[config.mk]
export PLATFORM = sky130hd
export DESIGN_NAME = csiRxController
export DESIGN_NICKNAME = d
export VERILOG_FILES = /design/src/csiProtoPkg.sv /design/src/videoPkg.sv /design/src/csiLaneMerge.sv /design/src/csiPacketParser.sv /design/src/csiRxController.sv /design/src/pixelFifo.sv
export SDC_FILE = /design/constraint.sdc
export NUM_CORES = 1
export LEC_CHECK = 0
export BUFFER_PORTS_ARGS = -buffer_cell sky130_fd_sc_hd__buf_2
export CAP_MARGIN = 20
export CORE_MARGIN = 4
export CORE_UTILIZATION = 46
export DETAILED_ROUTE_END_ITERATION = 10
export HOLD_SLACK_MARGIN = 0.02
export PLACE_DENSITY = 0.69
export SKIP_LAST_GASP = 1
export SLEW_MARGIN = 20
export SYNTH_ARGS = -nofsm -noshare
export SYNTH_HDL_FRONTEND = slang
export SYNTH_SLANG_ARGS = --single-unit
[constraint.sdc]
create_clock -name iSCLK -period 3.65 [get_ports iSCLK]
set_input_delay 0.1825 -clock iSCLK [delete_from_list [all_inputs] [get_ports iSCLK]]
set_output_delay 0.1825 -clock iSCLK [all_outputs]
set_load 0.005 [all_outputs]
[src/csiProtoPkg.sv]
// CSI-2 protocol definitions
// Header field types for the two-lane receive path, the short packet
// limit and the packet classes the header parser sorts into
package csiProtoPkg;

	// --------------------
	// Field widths
	// --------------------
	typedef logic [7:0]  tLaneByte;		// One HS byte per lane per cycle
	typedef logic [5:0]  tDataType;		// DI[5:0]
	typedef logic [15:0] tWordCnt;		// Payload length in bytes
	typedef logic [7:0]  tEcc;			// Header ECC, passed on unchecked
	typedef logic [1:0]  tVc;			// DI[7:6]

	// --------------------
	// Packet classes
	// --------------------
	// Sync and generic short packets sit at 0x00..0x0F
	// Anything above carries a payload and a 2-byte CRC
	localparam tDataType lpShortMax = 6'h0F;

	typedef enum logic
	{
		pcShort,	// Header only, WC field is data
		pcLong		// Header, WC bytes of payload, CRC
	} tPktClass;

endpackage

[src/videoPkg.sv]
// Pixel stream definitions
// Word type of the pixel path behind the header parser.
// A word is either two merged lane bytes or one 16-bit pixel
package videoPkg;

	// --------------------
	// Pixel word
	// --------------------
	typedef logic [15:0] tPixelWord;	// Lane1 byte high, lane0 byte low

	// Bytes carried by one merged word
	// Payload length in words is WC rounded up by this
	localparam int lpPixelBytes = 2;

endpackage
[src/csiLaneMerge.sv]
`timescale 1ns/1ps
// CSI-2 two-lane merge
// Registers the HS byte lanes of the hard D-PHY and joins them into
// 16-bit words. Marks the first word of each burst and the cycle in
// which the combined valid falls. SOT errors of both lanes are kept
// in one sticky flag
module csiLaneMerge
(
	input	logic					iSCLK,
	input	logic					iSRST,
	// HS lane inputs
	input	logic					iRxValidHsLan0,
	input	logic					iRxValidHsLan1,
	input	csiProtoPkg::tLaneByte	iRxDataHsLan0,
	input	csiProtoPkg::tLaneByte	iRxDataHsLan1,
	input	logic					iErrSotHsLan0,
	input	logic					iErrSotHsLan1,
	// Merged word stream
	output	videoPkg::tPixelWord	oWord,
	output	logic					oWordVd,
	output	logic					oWordSop,
	output	logic					oBurstEnd,
	output	logic					oErrSot
);

	// --------------------
	// Lane capture
	// --------------------
	videoPkg::tPixelWord	rWord;		// {lane1, lane0}
	logic					rWordVd;	// Both lanes valid last cycle
	logic					rWordVdD;	// Previous combined valid
	logic					rErrSot;
	logic					wBothVd;

	// A cycle with one lane only is not a word
	assign wBothVd = iRxValidHsLan0 & iRxValidHsLan1;

	always_ff @(posedge iSCLK)
	begin
		if (wBothVd)
		begin
			rWord <= {iRxDataHsLan1, iRxDataHsLan0};	// Lane0 carries byte 0
		end
	end

	// --------------------
	// Burst framing
	// --------------------
	always_ff @(posedge iSCLK)
	begin
		if (iSRST)
		begin
			rWordVd  <= 1'b0;
			rWordVdD <= 1'b0;
			rErrSot  <= 1'b0;
		end
		else
		begin
			rWordVd  <= wBothVd;
			rWordVdD <= rWordVd;
			// Either lane, held until reset
			rErrSot  <= rErrSot | iErrSotHsLan0 | iErrSotHsLan1;
		end
	end

	assign oWord     = rWord;
	assign oWordVd   = rWordVd;
	assign oWordSop  = rWordVd & ~rWordVdD;	// Rising edge, first word
	assign oBurstEnd = rWordVdD & ~rWordVd;	// Falling edge, no word here
	assign oErrSot   = rErrSot;

endmodule

[src/csiPacketParser.sv]
`timescale 1ns/1ps
// CSI-2 packet header parser
// Splits the first two words of a burst into data type, VC, word count
// and ECC. A long packet then passes its payload on as pixel words and
// the CRC word is dropped. Words after that are ignored until the burst
// ends. A burst that ends early sets a sticky truncation flag
module csiPacketParser
(
	input	logic					iSCLK,
	input	logic					iSRST,
	// Merged words from the lane stage
	input	videoPkg::tPixelWord	iWord,
	input	logic					iWordVd,
	input	logic					iWordSop,
	input	logic					iBurstEnd,
	// Header fields, held until the next header
	output	csiProtoPkg::tDataType	oHsDatatype,
	output	csiProtoPkg::tVc		oHsVc,
	output	csiProtoPkg::tWordCnt	oHsWordCnt,
	output	csiProtoPkg::tEcc		oHsEcc,
	output	logic					oHsValid,
	// Payload
	output	videoPkg::tPixelWord	oPix,
	output	logic					oPixVd,
	output	logic					oErrTrunc
);

	typedef enum logic [2:0]
	{
		stIdle,		// No burst, wait for SOP word
		stHdrLo,	// DI and WC low taken
		stHdrHi,	// Full header taken, strobe cycle
		stPayload,	// Pixel words
		stCrc,		// Next word is the CRC
		stDrain		// Rest of burst ignored
	} tState;

	tState					rState;
	csiProtoPkg::tLaneByte	rDiStage;	// First header byte, waits for the rest
	csiProtoPkg::tLaneByte	rWcLoStage;
	csiProtoPkg::tDataType	rDt;
	csiProtoPkg::tVc		rVc;
	csiProtoPkg::tWordCnt	rWc;
	csiProtoPkg::tEcc		rEcc;
	csiProtoPkg::tWordCnt	rPixLeft;	// Payload words still due
	videoPkg::tPixelWord	rPix;
	logic					rPixVd;
	logic					rErrTrunc;
	csiProtoPkg::tPktClass	wClass;
	logic [16:0]			wWcRound;	// WC plus rounding, no overflow
	logic					wInPayload;
	logic					wPixTake;
	logic					wPending;

	// --------------------
	// Decode
	// --------------------
	assign wClass = (rDt <= csiProtoPkg::lpShortMax) ? csiProtoPkg::pcShort
	                                                 : csiProtoPkg::pcLong;

	// Second header word holds WC high in its low byte
	assign wWcRound = {1'b0, iWord[7:0], rWcLoStage} + 17'(videoPkg::lpPixelBytes - 1);

	assign wInPayload = ((rState == stHdrHi) || (rState == stPayload))
	                    && (wClass == csiProtoPkg::pcLong) && (rPixLeft != '0);
	assign wPixTake   = wInPayload && iWordVd;
	// Header half done or payload short of its count
	assign wPending   = (rState == stHdrLo) || wInPayload;

	// --------------------
	// Control
	// --------------------
	always_ff @(posedge iSCLK)
	begin
		if (iSRST)
		begin
			rState    <= stIdle;
			rPixLeft  <= '0;
			rPixVd    <= 1'b0;
			rErrTrunc <= 1'b0;
		end
		else
		begin
			rPixVd <= wPixTake;
			if (iBurstEnd && wPending)
			begin
				rErrTrunc <= 1'b1;	// Sticky until reset
			end

			if ((rState == stHdrLo) && iWordVd)
			begin
				rPixLeft <= csiProtoPkg::tWordCnt'(wWcRound / videoPkg::lpPixelBytes);
			end
			else if (wPixTake)
			begin
				rPixLeft <= rPixLeft - 1'b1;
			end

			if (iBurstEnd)
			begin
				rState <= stIdle;	// Burst over in any state
			end
			else
			begin
				case (rState)
					stIdle:
						if (iWordVd && iWordSop)
							rState <= stHdrLo;
					stHdrLo:
						if (iWordVd)
							rState <= stHdrHi;
					stHdrHi, stPayload:
						if (wClass == csiProtoPkg::pcShort)
							rState <= stDrain;	// No payload
						else if (rPixLeft == '0)
							rState <= iWordVd ? stDrain : stCrc;	// WC 0, word is CRC
						else if (wPixTake && (rPixLeft == 16'd1))
							rState <= stCrc;	// Last pixel
						else
							rState <= stPayload;
					stCrc:
						if (iWordVd)
							rState <= stDrain;	// CRC dropped
					stDrain:
						rState <= stDrain;
					default:
						rState <= stIdle;
				endcase
			end
		end
	end

	// --------------------
	// Header and pixel data
	// --------------------
	always_ff @(posedge iSCLK)
	begin
		if ((rState == stIdle) && iWordVd && iWordSop)
		begin
			rDiStage   <= iWord[7:0];
			rWcLoStage <= iWord[15:8];
		end
		if ((rState == stHdrLo) && iWordVd)
		begin
			// All fields update together
			rVc  <= rDiStage[7:6];
			rDt  <= rDiStage[5:0];
			rWc  <= {iWord[7:0], rWcLoStage};
			rEcc <= iWord[15:8];
		end
		if (wPixTake)
		begin
			rPix <= iWord;
		end
	end

	assign oHsDatatype = rDt;
	assign oHsVc       = rVc;
	assign oHsWordCnt  = rWc;
	assign oHsEcc      = rEcc;
	assign oHsValid    = (rState == stHdrHi);	// Always left after one cycle
	assign oPix        = rPix;
	assign oPixVd      = rPixVd;
	assign oErrTrunc   = rErrTrunc;

endmodule

[src/csiRxController.sv]
`timescale 1ns/1ps
// CSI-2 two-lane receive controller
// Lane merge, header parser and pixel FIFO in a row on one clock.
// Header fields and error flags go straight out, pixels leave through
// the FIFO towards a sink that can push back
module csiRxController
#(
	parameter int pFifoDepth  = 64,
	parameter int pFullMargin = 4
)
(
	input	logic					iSCLK,
	input	logic					iSRST,
	// Hard D-PHY HS lanes
	input	logic					iRxValidHsLan0,
	input	logic					iRxValidHsLan1,
	input	csiProtoPkg::tLaneByte	iRxDataHsLan0,
	input	csiProtoPkg::tLaneByte	iRxDataHsLan1,
	input	logic					iErrSotHsLan0,
	input	logic					iErrSotHsLan1,
	// Packet header
	output	csiProtoPkg::tDataType	oHsDatatype,
	output	csiProtoPkg::tVc		oHsVc,
	output	csiProtoPkg::tWordCnt	oHsWordCnt,
	output	csiProtoPkg::tEcc		oHsEcc,
	output	logic					oHsValid,
	// Video sink
	output	videoPkg::tPixelWord	oVideoPixel,
	output	logic					oVideoVd,
	input	logic					iVideoFull,
	// Status
	output	logic					oCdcFifoFull,
	output	logic					oFifoOvf,
	output	logic					oErrSot,
	output	logic					oErrTrunc
);

	// --------------------
	// Lane merge
	// --------------------
	videoPkg::tPixelWord	wWord;
	logic					wWordVd;
	logic					wWordSop;
	logic					wBurstEnd;

	csiLaneMerge i_csiLaneMerge (
		.iSCLK(iSCLK),						.iSRST(iSRST),
		.iRxValidHsLan0(iRxValidHsLan0),	.iRxValidHsLan1(iRxValidHsLan1),
		.iRxDataHsLan0(iRxDataHsLan0),		.iRxDataHsLan1(iRxDataHsLan1),
		.iErrSotHsLan0(iErrSotHsLan0),		.iErrSotHsLan1(iErrSotHsLan1),
		.oWord(wWord),						.oWordVd(wWordVd),
		.oWordSop(wWordSop),				.oBurstEnd(wBurstEnd),
		.oErrSot(oErrSot)
	);

	// --------------------
	// Header parser
	// --------------------
	videoPkg::tPixelWord	wPix;
	logic					wPixVd;

	csiPacketParser i_csiPacketParser (
		.iSCLK(iSCLK),					.iSRST(iSRST),
		.iWord(wWord),					.iWordVd(wWordVd),
		.iWordSop(wWordSop),			.iBurstEnd(wBurstEnd),
		.oHsDatatype(oHsDatatype),		.oHsVc(oHsVc),
		.oHsWordCnt(oHsWordCnt),		.oHsEcc(oHsEcc),
		.oHsValid(oHsValid),
		.oPix(wPix),					.oPixVd(wPixVd),
		.oErrTrunc(oErrTrunc)
	);

	// --------------------
	// Pixel FIFO
	// --------------------
	pixelFifo #(
		.pFifoDepth(pFifoDepth),		.pFullMargin(pFullMargin)
	) i_pixelFifo (
		.iSCLK(iSCLK),					.iSRST(iSRST),
		.iWd(wPix),						.iWe(wPixVd),
		.iVideoFull(iVideoFull),
		.oRd(oVideoPixel),				.oRvd(oVideoVd),
		.oAlmostFull(oCdcFifoFull),		.oOvf(oFifoOvf)
	);

endmodule

[src/pixelFifo.sv]
`timescale 1ns/1ps
// Pixel FIFO towards the video sink
// Circular buffer with an occupancy count. Reads on its own whenever the
// sink has room and data is present; the word shows one cycle later.
// Early full from the count, sticky overflow on a write at full depth
module pixelFifo
#(
	parameter int pFifoDepth  = 64,
	parameter int pFullMargin = 4
)
(
	input	logic					iSCLK,
	input	logic					iSRST,
	// Write side, from the parser
	input	videoPkg::tPixelWord	iWd,
	input	logic					iWe,
	// Read side, sink
	input	logic					iVideoFull,
	output	videoPkg::tPixelWord	oRd,
	output	logic					oRvd,
	// Status
	output	logic					oAlmostFull,
	output	logic					oOvf
);

	localparam int lpAw      = (pFifoDepth > 1) ? $clog2(pFifoDepth) : 1;
	localparam int lpCw      = $clog2(pFifoDepth + 1);
	localparam int lpAfLevel = pFifoDepth - pFullMargin;	// Early full threshold

	videoPkg::tPixelWord	rMem [pFifoDepth];
	logic [lpAw-1:0]		rWrPtr;
	logic [lpAw-1:0]		rRdPtr;
	logic [lpCw-1:0]		rCount;
	videoPkg::tPixelWord	rRd;
	logic					rRvd;
	logic					rOvf;
	logic					wFull;
	logic					wWr;
	logic					wRe;

	// Wrap at depth, depth need not be a power of two
	function automatic logic [lpAw-1:0] nextPtr(input logic [lpAw-1:0] ptr);
		return (ptr == lpAw'(pFifoDepth - 1)) ? '0 : ptr + 1'b1;
	endfunction

	// --------------------
	// Flags
	// --------------------
	assign wFull = (rCount == lpCw'(pFifoDepth));
	assign wWr   = iWe & ~wFull;					// Write at full is lost
	assign wRe   = ~iVideoFull & (rCount != '0);	// Sink room and data

	always_ff @(posedge iSCLK)
	begin
		if (iSRST)
		begin
			rWrPtr <= '0;
			rRdPtr <= '0;
			rCount <= '0;
			rRvd   <= 1'b0;
			rOvf   <= 1'b0;
		end
		else
		begin
			rRvd <= wRe;
			if (iWe && wFull)
				rOvf <= 1'b1;	// Held until reset
			if (wWr)
				rWrPtr <= nextPtr(rWrPtr);
			if (wRe)
				rRdPtr <= nextPtr(rRdPtr);
			case ({wWr, wRe})
				2'b10:   rCount <= rCount + 1'b1;
				2'b01:   rCount <= rCount - 1'b1;
				default: rCount <= rCount;	// Both or neither
			endcase
		end
	end

	// --------------------
	// Storage
	// --------------------
	always_ff @(posedge iSCLK)
	begin
		if (wWr)
			rMem[rWrPtr] <= iWd;
		if (wRe)
			rRd <= rMem[rRdPtr];
	end

	assign oRd         = rRd;
	assign oRvd        = rRvd;
	assign oAlmostFull = (rCount >= lpCw'(lpAfLevel));
	assign oOvf        = rOvf;

endmodule

**Yosys cells after proc, flatten, opt, wreduce, memory -nomap -nowiden**

Memory sizes are Yosys's and may differ from the RTL's. A register that Yosys moved wholly into a read port is not among the register bits.
Index checks and enable logic that the tools add are counted.

- Bits in registers: 125
- RAM bits: 1,024
- Input bits: 23
- Output and inout bits: 54
- Logic and storage cells: 91
- Memories: 1

Memories:

| memory | words | width | rd ports | clocked after memory_dff | write ports | line | source |
|---|---|---|---|---|---|---|---|
| i_pixelFifo.rMem | 64 | 16 | 1 | 1 | 1 | pixelFifo.sv:30 | `videoPkg::tPixelWord rMem [pFifoDepth];` |

- $add $sub $neg: 6
- Magnitude comparators: 2
- Equality and inequality tests: 14
- Muxes and demuxes: 16
- Bitwise operators: 11
- Reduce and logical (&&, ||, !) cells: 21

Operators with widths:

| cell | count |
|---|---|
| 2-to-1 mux 16 bit | 2 |
| 2-to-1 mux 3 bit | 6 |
| adder 16 x 1 -> 17 bit, second input constant | 1 |
| equality test 16 x 1 -> 1 bit, second input constant | 1 |
| logical NOT 16 bit | 1 |
| nonzero test 16 bit | 1 |
| subtractor 16 x 1 -> 16 bit, second input constant | 1 |
| one-hot mux 3 bit (5 select lines) | 1 |
| one-hot mux 7 bit (2 select lines) | 1 |
| adder 6 x 1 -> 6 bit, second input constant | 2 |
| equality test 6 bit, second input constant | 2 |
| 2-to-1 mux 6 bit | 2 |
| logical AND 1 bit | 10 |
| adder 7 x 1 -> 7 bit, second input constant | 1 |
| equality test 7 bit, second input constant | 1 |
| greater-or-equal comparator 7 x 6 -> 1 bit, second input constant | 1 |
| nonzero test 7 bit | 1 |
| subtractor 7 x 1 -> 7 bit, second input constant | 1 |
| equality test 3 x 2 -> 1 bit, second input constant | 2 |
| equality test 3 bit, second input constant | 2 |
| <= comparator 6 x 4 -> 1 bit, second input constant | 1 |
| bitwise AND 1 bit | 5 |
| 2-to-1 mux 1 bit | 4 |
| != test 2 bit, second input constant | 2 |
| 11 further kinds | 18 |

**Depth between registers and ports, before layout**

- Depth after elaboration: 10
- Mapped depth: 11
- Depth with buffers taken out: 11

**Cells and area by module**

A second synthesis with hierarchy kept.

- Cell total of the unflattened synthesis: 2,159
- Area total of the unflattened synthesis: 44,833.0 µm²

Modules (own cells, without submodules):

| module | times used | cells an instance | area an instance (µm²) | sequential area each (µm²) |
|---|---|---|---|---|
| pixelFifo | 1 | 1,865 | 40,757.8 | 31,650.4 |
| csiPacketParser | 1 | 268 | 3,484.6 | 2,342.2 |
| csiLaneMerge | 1 | 26 | 590.6 | 540.5 |

**Least setup slack after synthesis**

OpenSTA, ideal clock, no wires.

- Path kind: reg-to-reg
- Start point: reg i_pixelFifo.rCount[0]
- End point: reg i_pixelFifo.rCount[6]
- Library setup time: 121 ps
- Arrival time: 3,001 ps
- Setup slack: 528 ps
- Stages on the path, launching flop included: 10
- Path buffers: 0
- Clock period less this slack: 3,122 ps
- Cell sequence: dfxtp_1 -> nor2_1 -> a31oi_2 -> ha_1 -> ha_1 -> nor2b_1 -> o21a_1 -> o21a_1 -> o211ai_1 -> mux2_2

- Elaborated cells on any way between the ends: 11

RTL lines:

| what | line | source |
|---|---|---|
| from (decl) | pixelFifo.sv:33 | `logic [lpCw-1:0] rCount;` |
| from (signal assigned) | pixelFifo.sv:73 | `2'b10: rCount <= rCount + 1'b1;` |
| from (signal assigned) | pixelFifo.sv:74 | `2'b01: rCount <= rCount - 1'b1;` |
| from (signal assigned) | pixelFifo.sv:75 | `default: rCount <= rCount;` |
| nonzero test 7 bit * | pixelFifo.sv:51 | `assign wRe = ~iVideoFull & (rCount != '0);` |
| bitwise AND 1 bit * | pixelFifo.sv:51 |  |
| net i_pixelFifo.wRe | pixelFifo.sv:39 | `logic wRe;` |
| equality test 2 x 1 -> 1 bit / equality test 2 bit (equally long branches) | pixelFifo.sv:72 | `case ({wWr, wRe})` |
| one-hot mux 7 bit (2 select lines) / nonzero test 2 bit (equally long branches) | - |  |

Mark *: on every way through the listed nets, which the timed path passes. The rest lies on a longest branch.
A chain may end at the register's enable or synchronous reset.

==> impl_results.md <==
- Outcome: finished, final reports clean
- Most frequent cells in the layout: edfxtp_1 (1120), mux4_2 (231), buf_4 (133), clkbuf_16 (110), nor2_1 (104)
- Final setup TNS: 0 ns
- Slowest CP cell: dfxtp_4
- ANT cells: 0
- Post-DP HPWL: 64.36 mm
- Power per cell area: 506.0 nW/um2
- CP Max Fanout: 29
- Pin count of the biggest net entering global routing: 65
- Required time worst endpoint: 4.06 ns
- Post-Syn Area: 44860 um2
- Global-route track usage on met3: 0.03376
- NumNets Final: 2442
- DIE HEIGHT: 320.3 um
- Setup violators final: 0
- Pre-antenna DRT Iters: 7
- Final Max Tran Viols: 0
- Global-route wire length before repair: 158.2 mm
- Residual DRC: 0
- Layout Cells excl Fill: 3778
- CTS Root Cell: clkbuf_16
- Hold slack final: 0.1594 ns
- Critical Path AT: 3.50 ns
- GRT Util Overall: 0.2075
- TritonCTS clock tree: done
- Max transition margin: 0.3094
- Avg WL per Cell: 28.23 um
- Largest stage delay, worst path: 0.72 ns
- Area delta synth->final: 14.20%
- Site row count: 114
- Placed Cells: 3551
- Final WL: 106.6 mm
- FFs w/ async S/R, synth: 0
- Worst Hold Class: in2reg
- Core area: 96710 um2
- Most common cell after layout, fill and taps aside: edfxtp_1
- Worst slew pin tran: 1.036 ns
- Syn Nets: 2205
- Initial core utilization: 0.4639
- Met2 Use GR: 0.3276
- Remaining Overflow, GRT: 0
- Cells after Synth: 2170
- Post-route ant nets: 0
- P_leak: 15.92 nW
- Die area: 102600 um2
- Most Used Layer, Global Route: met2
- Sequential cell area: 34540 um2
- Total CTS buffers: 110
- Peak VDD IR: 0.3921 mV
- Sequential share of the synthesized area: 0.7698
- Io pins: 77
- Synthesized area per cell: 20.67 um2
- Max-cap violation count: 0
- Number of synthesized flops with an enable pin: 1120
- RSZ-0062 raised after global routing: no
- Layout cells sized above 1: 0.2542
- Clock Sinks: 1165
- Top_reg_cell synth: edfxtp_1
- Met1 global-route usage: 0.3049
- CTS max path bufs: 3
- Minimum clock period: 3.083 ns
- CP cell instances: buf_4, mux4_2, a22o_1, a211oi_1, a211o_1, o221ai_1
- Die Width: 320.3 um
- H-Tree Depth: 3
- Post-cts sizing count: 0
- Clk_lat worst skew: 0.70 ns
- Period utilisation layout: 0.8448
- Routed vias/inst: 6.138
- Critical setup path kind: reg2reg
- Synth unique cells: 72
- Number of global-route vias before repair: 23.24k
- Clock Skew: 0.05374 ns
- DR iter-0 viols: 2927
- Via count: 23.19k
- Initial antenna violation count: 2
- CP Launch Type: flop
- PortBufs: 76
- Max Clk Rate: 324.3 MHz
- Fillers: 7384
- Worst setup EP type: flop
- Final hold vios: 0
- Gpl congestion: 0.8556
- Area occupied by multi-input gates: 9627 um2
- Clock transition at path regs: 0.06 ns
- Ys Warns: 0
- #FFs+latches synth: 1165
-- what timing repair did --
item | CTS | global route
hold endpoints to repair | 20 | 0
hold buffers | 19 | 0
setup buffers | 0 | 0
-- worst paths after layout --
kind | start | slack [ns] | to | cells after the start
max | i_pixelFifo.rRdPtr[1] | 0.57 | i_pixelFifo.oRd[5] | 6
min | iVideoFull | 0.16 | i_pixelFifo.oRd[13] | 3
max reg2reg | i_pixelFifo.rRdPtr[1] | 0.57 | i_pixelFifo.oRd[5] | 6
min reg2reg | i_csiPacketParser.rDiStage[6] | 0.42 | i_csiPacketParser.oHsVc[0] | 0
-- synth_stat cells, types with 10 or more instances --
master | n | area (um2)
a21oi_1 | 35 | 175.2
a221oi_1 | 17 | 148.9
nand4_1 | 10 | 62.56
o22ai_1 | 17 | 106.4
mux2i_1 | 71 | 710.7
edfxtp_1 | 1120 | 33630
buf_4 | 10 | 75.07
clkbuf_1 | 48 | 180.2
nand3_1 | 21 | 105.1
a22o_1 | 34 | 297.8
nor2_1 | 106 | 397.9
dfxtp_1 | 45 | 900.9
a22oi_1 | 20 | 150.1
o21ai_0 | 13 | 65.06
o221ai_1 | 30 | 262.8
buf_2 | 30 | 150.1
nor3_1 | 21 | 105.1
nor4_1 | 14 | 87.58
nand2_1 | 49 | 183.9
ha_1 | 11 | 137.6
a211oi_1 | 30 | 225.2
inv_1 | 19 | 71.32
mux4_2 | 231 | 5202
buf_6 | 18 | 202.7
xnor2_1 | 20 | 175.2
a211o_1 | 13 | 113.9
-- registers in the layout, indices dropped and copies added, names as in the netlist, 7 cells and up --
signal and flops:
i_csiLaneMerge.oWord 16, i_csiPacketParser.oHsEcc 8, i_csiPacketParser.oHsWordCnt 16, i_csiPacketParser.oPix 16
i_csiPacketParser.rDiStage 8, i_csiPacketParser.rPixLeft 16, i_csiPacketParser.rWcLoStage 8, i_pixelFifo.oRd 16
i_pixelFifo.rCount 7, i_pixelFifo.rMem 1024
-- cells by family (layout without fill, tap and decap cells) --
family	count (synthesis)	after routing	synth area share
xor+xnor	29	29	0.005662
simple gates	270	270	0.02881
fa+ha+maj	12	12	0.003514
flops	1165	1165	0.7698
mux	307	307	0.1331
buf+inv	135	467	0.01598
compound gates	252	252	0.04318
-- area by class of cell --
cell class	count	share of cell area
Clock buffer	142	0.05608
Clock inverter	65	0.01443
Inverter	22	0.001612
Multi-Input combinational cell	870	0.1879
Sequential cell	1165	0.6743
Tap cell	1276	0.03116
Timing Repair Buffer	238	0.03449
-- worst max-delay path: cells and delay by family (launching register included) --
| kind | cells | cell delay [ns] |
|---|---|---|
| buf+inv | 1 | 0.41 |
| mux | 1 | 0.35 |
| compound gates | 4 | 1.31 |
| flops | 1 | 0.72 |
-- per-layer routing --
metal / vias up / share of wire / routed length [um]
met1: 12230 / 0.41 / 44170
met2: 1211 / 0.48 / 50830
met3: 184 / 0.084 / 8948
met5: - / 0.00022 / 23
li1: 9563 / - / -
met4: 4 / 0.025 / 2667
-- report_power, final --
part / internal, mW / switching [mW]
clock: 6.40 / 4.93
sequential: 14.5 / 0.0305
combinational: 0.0469 / 0.0606
-- through the flow --
step | worst slack [ns] | total power [mW] | area, um2 | util
floorplan | 0.5283 | 14.82 | 44860 | -
global route | 0.3980 | 26.67 | 51230 | 0.5297
CTS | 0.5938 | 26.07 | 51210 | 0.5296
finish | 0.5667 | 25.92 | 51230 | 0.5297
global placement | 0.6252 | 14.86 | 47370 | 0.4898
detailed placement | 0.5916 | 14.87 | 47410 | 0.4903
Note: power is estimated with default switching activity, not from simulation.
